[src/design/fc_pkg.sv]
package fc_pkg;

	localparam int num_lanes   = 6;
	localparam int num_beats   = 16;
	localparam int num_neurons = 2;
	localparam int num_weights = num_neurons * num_beats * num_lanes; // 192
	localparam int data_w      = 32;

	// lane values, partial sums and results all wrap mod 2^32
	typedef logic signed [data_w-1:0] data_t;

	typedef logic [$clog2(num_beats)-1:0]     beat_t;
	typedef logic [$clog2(num_neurons)-1:0]   neuron_t;
	typedef logic [$clog2(num_weights+1)-1:0] waddr_t;  // counts 0..192
	typedef logic [num_lanes-1:0]             sign_vec_t; // bit l for lane l

	typedef struct packed {
		data_t lane0;
		data_t lane1;
		data_t lane2;
		data_t lane3;
		data_t lane4;
		data_t lane5;
	} lane_vec_t;

	// travels with each beat down the pipeline
	typedef struct packed {
		logic    valid;
		logic    first;
		logic    last;
		neuron_t neuron;
	} beat_tag_t;

	typedef enum logic {
		wait_weights,
		run
	} seq_state_t;

endpackage

[src/design/adder_tree.sv]
`timescale 1ns/1ps

module adder_tree (
	input  logic              clk,
	input  logic              rstn,
	input  fc_pkg::lane_vec_t terms,
	input  fc_pkg::beat_tag_t tag_in,
	output fc_pkg::data_t     beat_sum,
	output fc_pkg::beat_tag_t tag_out
);

	fc_pkg::data_t     pair0, pair1, pair2;
	fc_pkg::beat_tag_t tag_l1;

	always_ff @(posedge clk or negedge rstn)
	begin
		if (!rstn)
		begin
			tag_l1  <= '0;
			tag_out <= '0;
		end
		else
		begin
			tag_l1  <= tag_in;
			tag_out <= tag_l1;
		end
	end

	// level 1 forms three pair sums
	always_ff @(posedge clk)
	begin
		pair0 <= terms.lane0 + terms.lane1;
		pair1 <= terms.lane2 + terms.lane3;
		pair2 <= terms.lane4 + terms.lane5;
	end

	// level 2
	always_ff @(posedge clk)
	begin
		beat_sum <= pair0 + pair1 + pair2; // wraps at 32 bits
	end

endmodule

[src/design/beat_sequencer.sv]
`timescale 1ns/1ps

module beat_sequencer (
	input  logic              clk,
	input  logic              rstn,
	input  logic              in_valid,
	input  fc_pkg::lane_vec_t din,
	input  logic              weights_ready,
	input  fc_pkg::sign_vec_t signs,
	output fc_pkg::neuron_t   neuron,
	output fc_pkg::beat_t     beat,
	output fc_pkg::lane_vec_t lanes,
	output fc_pkg::sign_vec_t lane_signs,
	output fc_pkg::beat_tag_t tag
);

	fc_pkg::seq_state_t state, state_nx;
	logic               accept;
	logic               beat_wrap;

	always_comb
	begin
		state_nx = state;
		if (state == fc_pkg::wait_weights && weights_ready)
			state_nx = fc_pkg::run;
	end

	// beats before the weights are in are dropped
	assign accept    = in_valid && (state_nx == fc_pkg::run);
	assign beat_wrap = (beat == fc_pkg::beat_t'(fc_pkg::num_beats - 1));

	always_ff @(posedge clk or negedge rstn)
	begin
		if (!rstn)
		begin
			state  <= fc_pkg::wait_weights;
			beat   <= '0;
			neuron <= '0;
			tag    <= '0;
		end
		else
		begin
			state <= state_nx;
			tag.valid  <= accept;
			tag.first  <= (beat == '0);
			tag.last   <= beat_wrap;
			tag.neuron <= neuron;
			if (accept)
			begin
				beat <= beat_wrap ? '0 : beat + 1'b1;
				if (beat_wrap)
					neuron <= neuron + 1'b1; // toggles between 0 and 1
			end
		end
	end

	always_ff @(posedge clk)
	begin
		if (accept)
		begin
			lanes      <= din;
			lane_signs <= signs;
		end
	end

endmodule

[src/design/fc_top.sv]
`timescale 1ns/1ps

module fc_top (
	input  logic              clk,
	input  logic              rstn,
	input  logic              weight,
	input  logic              weight_en,
	input  logic              in_valid,
	input  fc_pkg::lane_vec_t din,
	output logic              weights_ready,
	output logic              out_valid,
	output fc_pkg::data_t     dout,
	output fc_pkg::neuron_t   out_neuron
);

	fc_pkg::sign_vec_t signs;
	fc_pkg::neuron_t   neuron;
	fc_pkg::beat_t     beat;
	fc_pkg::lane_vec_t lanes;
	fc_pkg::sign_vec_t lane_signs;
	fc_pkg::beat_tag_t seq_tag;
	fc_pkg::lane_vec_t terms;
	fc_pkg::beat_tag_t sign_tag;
	fc_pkg::data_t     beat_sum;
	fc_pkg::beat_tag_t sum_tag;

	weight_store u_weight_store (
		.clk           (clk),
		.rstn          (rstn),
		.weight        (weight),
		.weight_en     (weight_en),
		.neuron        (neuron),
		.beat          (beat),
		.signs         (signs),
		.weights_ready (weights_ready)
	);

	beat_sequencer u_beat_sequencer (
		.clk           (clk),
		.rstn          (rstn),
		.in_valid      (in_valid),
		.din           (din),
		.weights_ready (weights_ready),
		.signs         (signs),
		.neuron        (neuron),
		.beat          (beat),
		.lanes         (lanes),
		.lane_signs    (lane_signs),
		.tag           (seq_tag)
	);

	sign_stage u_sign_stage (
		.clk        (clk),
		.rstn       (rstn),
		.lanes      (lanes),
		.lane_signs (lane_signs),
		.tag_in     (seq_tag),
		.terms      (terms),
		.tag_out    (sign_tag)
	);

	adder_tree u_adder_tree (
		.clk      (clk),
		.rstn     (rstn),
		.terms    (terms),
		.tag_in   (sign_tag),
		.beat_sum (beat_sum),
		.tag_out  (sum_tag)
	);

	neuron_accumulator u_neuron_accumulator (
		.clk        (clk),
		.rstn       (rstn),
		.beat_sum   (beat_sum),
		.tag        (sum_tag),
		.out_valid  (out_valid),
		.dout       (dout),
		.out_neuron (out_neuron)
	);

endmodule

[src/design/neuron_accumulator.sv]
`timescale 1ns/1ps

module neuron_accumulator (
	input  logic              clk,
	input  logic              rstn,
	input  fc_pkg::data_t     beat_sum,
	input  fc_pkg::beat_tag_t tag,
	output logic              out_valid,
	output fc_pkg::data_t     dout,
	output fc_pkg::neuron_t   out_neuron
);

	fc_pkg::data_t acc;
	fc_pkg::data_t total;

	// first beat restarts the running sum
	always_comb
	begin
		if (tag.first)
			total = beat_sum;
		else
			total = acc + beat_sum;
	end

	always_ff @(posedge clk or negedge rstn)
	begin
		if (!rstn)
			out_valid <= 1'b0;
		else
			out_valid <= tag.valid && tag.last; // one cycle pulse
	end

	always_ff @(posedge clk)
	begin
		if (tag.valid)
			acc <= total;
	end

	// dout stays put until the next neuron completes
	always_ff @(posedge clk)
	begin
		if (tag.valid && tag.last)
		begin
			dout       <= total;
			out_neuron <= tag.neuron;
		end
	end

endmodule

[src/design/sign_stage.sv]
`timescale 1ns/1ps

module sign_stage (
	input  logic              clk,
	input  logic              rstn,
	input  fc_pkg::lane_vec_t lanes,
	input  fc_pkg::sign_vec_t lane_signs,
	input  fc_pkg::beat_tag_t tag_in,
	output fc_pkg::lane_vec_t terms,
	output fc_pkg::beat_tag_t tag_out
);

	always_ff @(posedge clk or negedge rstn)
	begin
		if (!rstn)
			tag_out <= '0;
		else
			tag_out <= tag_in;
	end

	// weight 1 passes the lane, weight 0 negates it
	always_ff @(posedge clk)
	begin
		terms.lane0 <= lane_signs[0] ? lanes.lane0 : -lanes.lane0;
		terms.lane1 <= lane_signs[1] ? lanes.lane1 : -lanes.lane1;
		terms.lane2 <= lane_signs[2] ? lanes.lane2 : -lanes.lane2;
		terms.lane3 <= lane_signs[3] ? lanes.lane3 : -lanes.lane3;
		terms.lane4 <= lane_signs[4] ? lanes.lane4 : -lanes.lane4;
		terms.lane5 <= lane_signs[5] ? lanes.lane5 : -lanes.lane5;
	end

endmodule

[src/design/weight_store.sv]
`timescale 1ns/1ps

module weight_store (
	input  logic              clk,
	input  logic              rstn,
	input  logic              weight,
	input  logic              weight_en,
	input  fc_pkg::neuron_t   neuron,
	input  fc_pkg::beat_t     beat,
	output fc_pkg::sign_vec_t signs,
	output logic              weights_ready
);

	fc_pkg::waddr_t                 load_cnt;
	logic [fc_pkg::num_weights-1:0] w_bits;
	logic                           load;

	assign weights_ready = (load_cnt == fc_pkg::waddr_t'(fc_pkg::num_weights));
	assign load          = weight_en && !weights_ready; // later bits ignored

	always_ff @(posedge clk or negedge rstn)
	begin
		if (!rstn)
			load_cnt <= '0;
		else if (load)
			load_cnt <= load_cnt + 1'b1;
	end

	always_ff @(posedge clk)
	begin
		if (load)
			w_bits[load_cnt] <= weight;
	end

	// address = neuron*96 + lane*16 + beat
	always_comb
	begin
		for (int l = 0; l < fc_pkg::num_lanes; l++)
		begin
			signs[l] = w_bits[int'(neuron) * fc_pkg::num_beats * fc_pkg::num_lanes
				+ l * fc_pkg::num_beats + int'(beat)];
		end
	end

endmodule

[config.mk]
export PLATFORM = sky130hd
export DESIGN_NAME = fc_top
export DESIGN_NICKNAME = d
export VERILOG_FILES = /design/src/design/fc_pkg.sv /design/src/design/adder_tree.sv /design/src/design/beat_sequencer.sv /design/src/design/fc_top.sv /design/src/design/neuron_accumulator.sv /design/src/design/sign_stage.sv /design/src/design/weight_store.sv
export SDC_FILE = /design/constraint.sdc
export NUM_CORES = 1
export LEC_CHECK = 0
export BUFFER_PORTS_ARGS = -buffer_cell sky130_fd_sc_hd__buf_2
export CAP_MARGIN = 0
export CORE_ASPECT_RATIO = 0.6
export CORE_UTILIZATION = 32
export DETAILED_ROUTE_END_ITERATION = 6
export GPL_ROUTABILITY_DRIVEN = 0
export SLEW_MARGIN = 20
export SYNTH_ARGS = -nofsm -noshare
export SYNTH_HDL_FRONTEND = slang
export SYNTH_SLANG_ARGS = --single-unit
[constraint.sdc]
create_clock -name clk -period 17.9 [get_ports clk]
set_input_delay 0.895 -clock clk [delete_from_list [all_inputs] [get_ports clk]]
set_output_delay 0.895 -clock clk [all_outputs]
set_load 0.02 [all_outputs]
Word level (Yosys, flattened, before mapping)
Cells that the tools add are included.
{"block": "classes", "multipliers": 1, "order_cmp": 8, "reduce_logical": 8, "eq_ne": 2, "n_bitwise": 1, "add_sub_neg": 26, "muxes": 30}
{"cell": "32-bit two-way mux", "n": 7}
{"cell": "32-bit adder", "n": 6}
{"cell": "32-bit by 5-bit adder with 32-bit output", "n": 6}
{"cell": "192-bit bitwise mux", "n": 1}
{"cell": "32-bit by 10-bit less-than comparator with 1-bit output (second input constant)", "n": 6}
{"cell": "32-bit negation", "n": 6}
{"cell": "32-bit by 7-bit adder with 32-bit output (second input constant)", "n": 2}
{"cell": "32-bit by 8-bit adder with 32-bit output (second input constant)", "n": 2}
{"cell": "1-bit binary-select mux with 8-bit select", "n": 6}
{"cell": "32-bit by 6-bit adder with 32-bit output (second input constant)", "n": 1}
{"cell": "1-bit two-way mux", "n": 14}
{"cell": "8-bit by 9-bit less-than comparator with 1-bit output (second input constant)", "n": 1}
{"cell": "8-bit by 1-bit adder with 8-bit output (second input constant)", "n": 1}
{"cell": "1-bit demux with 8-bit select", "n": 1}
{"cell": "8-bit == test (second input constant)", "n": 1}
{"cell": "8-bit by 1-bit greater-or-equal comparator with 1-bit output (second input constant)", "n": 1}
{"cell": "1-bit logical AND", "n": 5}
{"cell": "4-bit by 1-bit adder with 4-bit output (second input constant)", "n": 1}
{"cell": "4-bit == test (second input constant)", "n": 1}
{"cell": "4-bit logical NOT", "n": 1}
{"cell": "4-bit two-way mux", "n": 1}
{"cell": "1-bit by 2-bit multiplier with 3-bit output (second input constant)", "n": 1}
{"cell": "2-bit AND reduction", "n": 1}
{"cell": "1-bit adder (second input constant)", "n": 1}
{"cell": "2 further kinds", "n": 2}
{"block": "totals", "input_bits": 197, "ff_bits": 806, "out_inout_bits": 35, "elab_cells": 118}

Logic depth before layout (Yosys ltp)
{"block": "depth", "ltp_word": 6, "mapped_depth": 15, "ltp_nobuf": 15}

By module
A second synthesis with hierarchy kept.
{"block": "unflattened", "hier_cells": 3000, "area_unflattened_um2": 36423.7}
{"mod": "adder_tree", "cells_each": 978, "area_each_um2": 9243.9, "seq_area_each_um2": 2762.6, "n_inst": 1}
{"mod": "weight_store", "cells_each": 570, "area_each_um2": 8713.4, "seq_area_each_um2": 5965.7, "n_inst": 1}
{"mod": "sign_stage", "cells_each": 852, "area_each_um2": 8060.2, "seq_area_each_um2": 3943.8, "n_inst": 1}
{"mod": "beat_sequencer", "cells_each": 230, "area_each_um2": 6348.6, "seq_area_each_um2": 6195.9, "n_inst": 1}
{"mod": "neuron_accumulator", "cells_each": 370, "area_each_um2": 4057.6, "seq_area_each_um2": 1976.9, "n_inst": 1}

Worst setup path after synthesis
Ideal clock, no wire load.
{"block": "synth_path", "kind": "reg2reg", "from": "reg u_weight_store.load_cnt[4]", "to": "reg u_beat_sequencer.beat[3]", "required_ns": 17.775, "path_slack_ns": 9.740, "setup_ns": 0.125, "t_arrival_ns": 8.035, "period_less_slack_ns": 8.160, "n_path_buf": 2, "stages_incl_launch_ff": 10, "cell_sequence": "dfrtp_1 -> clkbuf_1 -> nor2_1 -> nand4_1 -> nor3_1 -> or2_2 -> and2_1 -> clkbuf_1 -> nand2_1 -> o41ai_1"}
{"block": "synth_via", "elab_chain_len": 4}
{"item": "from (decl)", "line": "weight_store.sv:14", "source": "fc_pkg::waddr_t load_cnt;"}
{"item": "from (signal assigned)", "line": "weight_store.sv:26", "source": "load_cnt <= load_cnt + 1'b1;"}
{"item": "8-bit == test", "line": "weight_store.sv:18", "source": "assign weights_ready = (load_cnt == fc_pkg::waddr_t'(fc_pkg::num_weights));"}
{"item": "via weights_ready", "line": "fc_top.sv:10", "source": "output logic weights_ready,"}
{"item": "1-bit logical AND", "line": "beat_sequencer.sv:24", "source": "if (state == fc_pkg::wait_weights && weights_ready)"}
{"item": "1-bit two-way mux", "line": "beat_sequencer.sv:24"}
{"item": "via u_beat_sequencer.state_nx", "line": "beat_sequencer.sv:17", "source": "fc_pkg::seq_state_t state, state_nx;"}
{"item": "1-bit logical AND", "line": "beat_sequencer.sv:29", "source": "assign accept = in_valid && (state_nx == fc_pkg::run);"}
{"item": "via u_beat_sequencer.accept", "line": "beat_sequencer.sv:18", "source": "logic accept;"}
{"item": "to (signal assigned)", "line": "beat_sequencer.sv:50", "source": "beat <= beat_wrap ? '0 : beat + 1'b1;"}
{"item": "to (decl)", "line": "beat_sequencer.sv:11", "source": "output fc_pkg::beat_t beat,"}
The timed path passes the listed nets, and every way through them passes these cells.
A chain may end at the register's enable or synchronous reset.

Worst setup path in the final report
{"block": "layout_path", "from": "reg u_adder_tree.pair2[1]", "to": "reg u_adder_tree.beat_sum[29]"}
{"block": "layout_via", "elab_chain_len": 1}
{"item": "from (decl)", "line": "adder_tree.sv:12", "source": "fc_pkg::data_t pair0, pair1, pair2;"}
{"item": "from (signal assigned)", "line": "adder_tree.sv:34", "source": "pair2 <= terms.lane4 + terms.lane5;"}
{"item": "32-bit adder", "line": "adder_tree.sv:40", "source": "beat_sum <= pair0 + pair1 + pair2;"}
{"item": "to (signal assigned)", "line": "adder_tree.sv:40"}
{"item": "to (decl)", "line": "adder_tree.sv:8", "source": "output fc_pkg::data_t beat_sum,"}
Every way passes these cells.

==> summary.txt <==
Outcome
  • Status: finished, final reports clean

GRT
  • Busiest grt layer: met1
  • Global routing usage on met2: 20.64%
  • Met1 GRT Util: 24.42%
  • Number of global-route vias before repair: 22020
  • Largest net degree at the start of global routing: 161
  • Gr ovfl total: 0
  • Antenna violations before repair: 4
  • First-pass GRT wire length: 135.1 mm
  • All-Layer GR Usage: between 10% and 20%
  • Met3 layer usage reported by global route: 3.601%

Worst setup path
  • CP max stage cell: fa_1
  • RR Endpoint: u_adder_tree.beat_sum[29]$_DFF_P_
  • CP peak stage delay: 540 ps
  • Worst reg2reg path depth: 13
  • Crit-path max FO: 4
  • CP Buf/Inv Count: 1
  • Most used cell, CP: fa_1
  • Worst setup SP type: register
  • R2r startpoint: u_adder_tree.pair2[1]$_DFF_P_
  • Top cell family by delay on the critical path: compound AO/OA/AOI/OAI gates
  • R2R setup slack: 14430 ps
  • Arrival time at the worst endpoint: about 4000 ps
  • Cell Chain, Critical Path: fa_1, ha_1, inv_1, fa_1, nor2b_1, o31a_1, o311ai_2, a21bo_2, a31oi_1, a31oi_2, o21bai_1, a21boi_0, xnor2_1
  • Critical Path RT: 18450 ps
  • Setup crit end kind: register
  • WS Path Type: register to register

Synthesis
  • Yosys warns: 0
  • Asr flop ratio synth: 3.846%
  • Most used flip-flop cell after synthesis: edfxtp_1
  • Synthesized flop and latch total: about 800
  • Post-Synthesis Cells: between 2000 and 3000
  • Number of flops mapped to enable cells by yosys: 455
  • Yosys cell types: 81
  • Syn_area_per_cell: about 12 µm²
  • Mapped cell area: between 30000 and 40000 µm²
  • Net Count, Synth: 3368
  • Seq/Total Area, Yosys: between 50 and 60%

Timing
  • Worst slew pin tran: 1094 ps
  • Fin crit share: 19.40%
  • Final WS setup: 14430 ps
  • FMAX: 288.0 MHz
  • Slew headroom: 27.09%
  • Worst clock skew: between 20 and 30 ps
  • Setup TNS: 0 ps
  • Slew Limit Fails: 0
  • RSZ-0062 raised after global routing: false
  • Min cycle time layout: 3472 ps
  • # setup viols final: 0
  • Fin. Hold Viols: 0

Run
  • Max_cap viols: 0

Routing
  • Via count: between 20000 and 25000
  • DRT iter0 DRCs: between 1500 and 2000
  • DR WL/cell: 18.81 µm
  • Vias per cell: 4.835
  • Post-route antenna net violation count: 0
  • DRT Pass-1 Iters: 5
  • Final wirelength: 89.64 mm
  • Drc violations: 0

Clock tree
  • # clock sinks: roughly 800
  • Post-CTS sizing: 0
  • Clk root buf: clkbuf_16
  • # hold bufs at CTS: 0
  • Clk buf depth: 3
  • Post-CTS Setup Repair Bufs: 0
  • H-tree depth: 3
  • Register clock-pin slew on the reported worst setup and hold paths: roughly 70 ps
  • CTS tree: yes
  • CTS buffer count: a little under 80
  • Worst skew pair latency: 660 ps

Layout
  • Area grow syn2layout: 15.20%
  • Layout cell share with drive strength beyond 1: 14.90%
  • Fin area: 41560 µm²
  • Fin util: 37.56%
  • FILL cells: 10650
  • Nets@finish: between 3000 and 4000

Min path
  • Worst Hold Class: input pin to async pin

Power and ir drop
  • VDD IR-drop max: 0.06997 mV
  • LEAKAGE: roughly 16 nW
  • Power after layout: 3.823 mW
  • P per Cell Area: 91.97 nW/µm²

Floorplan
  • Die area: 114100 µm²
  • Io pins: 232
  • # rows: 94
  • Die height: 262.1 µm
  • Initial Utilization: 32.60%
  • Core Area: 110700 µm²
  • Die X: approximately 440 µm

Place
  • Dpl cell area: 38890 µm²
  • DPL Wire Length: 66.66 mm
  • Setup WS pre-CTS: roughly 14000 ps
  • Port Buf Inserts: roughly 230
-- cells by family (layout without fill, tap and decap cells) --
family | after synthesis | after routing | share of synthesized area [%]
other cells | 0 | 3 | 0
compound gates | 568 | 568 | 9.790
fa+ha+maj | 202 | 202 | 7.754
flops | 806 | 806 | 57.78
mux | 75 | 75 | 4.210
simple gates | 812 | 812 | 10.61
xor+xnor | 330 | 330 | 8.011
buf+inv | 176 | 482 | 1.852
-- power breakdown --
group	leakage (nW)	internal [mW]	switching, mW
combinational	7.39	0.0370	0.101
clock	1.28	0.974	0.731
sequential	7.20	1.96	0.0153
total	15.9	2.98	0.847
-- metal layers --
layer  part of all wire, %  wire [µm]  vias to the layer above
met4                   2.3       2056                        4
met5                 0.025         22                        -
met1                    52      46770                    11030
li1                      -          -                    11190
met2                    39      34690                      687
met3                   6.8       6099                      133
-- cells in the mapped netlist, types with 6 or more instances --
cell type / n / area share, %
a211oi_1: 17 / 0.35
a21boi_0: 7 / 0.15
a21o_1: 90 / 1.9
a21oi_1: 214 / 3.0
a31oi_1: 48 / 0.83
and2_1: 19 / 0.33
and3_1: 23 / 0.40
and3b_1: 7 / 0.17
buf_1: 9 / 0.094
buf_2: 6 / 0.083
clkbuf_1: 67 / 0.70
dfrtp_1: 31 / 2.2
dfxtp_1: 320 / 18
edfxtp_1: 455 / 38
fa_1: 36 / 2.0
ha_1: 166 / 5.8
inv_1: 94 / 0.98
mux2_2: 14 / 0.44
mux4_2: 60 / 3.7
nand2_1: 139 / 1.4
nand2b_1: 13 / 0.23
nand3_1: 29 / 0.40
nand3b_1: 8 / 0.17
nand4_1: 14 / 0.24
nor2_1: 398 / 4.1
nor2b_1: 16 / 0.28
nor3_1: 63 / 0.87
nor3b_1: 6 / 0.12
nor4_1: 23 / 0.40
o211ai_1: 8 / 0.17
o21a_1: 21 / 0.44
o21ai_0: 88 / 1.2
o21bai_1: 19 / 0.40
o31ai_1: 7 / 0.15
or2_2: 10 / 0.17
or3_1: 8 / 0.14
xnor2_1: 130 / 3.2
xor2_1: 200 / 4.9
-- layout by cell type (no fill, tap or decap), types with 36 or more instances in the layout --
master / instances
a21o_1: 90
clkbuf_16: 81
buf_2: 230
a31oi_1: 48
edfxtp_1: 455
mux4_2: 60
xnor2_1: 130
fa_1: 36
nor3_1: 63
o21ai_0: 88
inv_1: 94
nand2_1: 139
nor2_1: 398
ha_1: 166
a21oi_1: 214
xor2_1: 200
dfxtp_1: 320
-- per-stage QoR --
stage | std cells | hold slack [ps]
final | 4766 | 338.5
after global routing | 4763 | 355.7
after CTS | 4762 | 337.0
after detailed placement | 4618 | 334.7
after global placement | 4618 | 331.6
after floorplan | 2969 | 331.2
-- area by class of cell --
type,instances,area [µm²],share of cell area [%]
Inverter,94,352.8,0.8489
Multi-Input combinational cell,1987,14570,35.06
Antenna cell,3,7.507,0.01806
Timing Repair Buffer,244,1276,3.071
Clock buffer,95,2093,5.036
Sequential cell,806,20850,50.16
Tap cell,1488,1862,4.479
Clock inverter,49,550.5,1.325
-- worst max-delay path by stage --
| stage | startpoint | endpoint | cells after the start |
|---|---|---|---|
| after floorplan | u_weight_store.load_cnt[4]$_DFFE_PN0P_ | u_beat_sequencer.beat[3]$_DFFE_PN0P_ | 9 |
| after global placement | u_adder_tree.pair2[1]$_DFF_P_ | u_adder_tree.beat_sum[29]$_DFF_P_ | 13 |
| after detailed placement | u_adder_tree.pair2[1]$_DFF_P_ | u_adder_tree.beat_sum[29]$_DFF_P_ | 13 |
| after CTS | u_adder_tree.pair2[1]$_DFF_P_ | u_adder_tree.beat_sum[29]$_DFF_P_ | 13 |
| after global routing | u_adder_tree.pair2[1]$_DFF_P_ | u_adder_tree.beat_sum[29]$_DFF_P_ | 13 |
| final | u_adder_tree.pair2[1]$_DFF_P_ | u_adder_tree.beat_sum[29]$_DFF_P_ | 13 |
-- state kept, by name, summed over array words and instances, names as in the netlist --
| name | cells |
|---|---|
| u_adder_tree.beat_sum | 32 |
| u_adder_tree.pair0 | 32 |
| u_adder_tree.pair1 | 32 |
| u_adder_tree.pair2 | 32 |
| u_adder_tree.tag_l1 | 4 |
| u_adder_tree.tag_out | 4 |
| u_beat_sequencer.beat | 4 |
| u_beat_sequencer.lane_signs | 6 |
| u_beat_sequencer.lanes | 192 |
| u_beat_sequencer.neuron | 1 |
| u_beat_sequencer.state | 1 |
| u_beat_sequencer.tag | 4 |
| u_neuron_accumulator.acc | 32 |
| u_neuron_accumulator.dout | 32 |
| u_neuron_accumulator.out_neuron | 1 |
| u_neuron_accumulator.out_valid | 1 |
| u_sign_stage.tag_out | 4 |
| u_sign_stage.terms | 192 |
| u_weight_store.load_cnt | 8 |
| u_weight_store.w_bits | 192 |
Note: power is estimated with default switching activity, not from simulation.
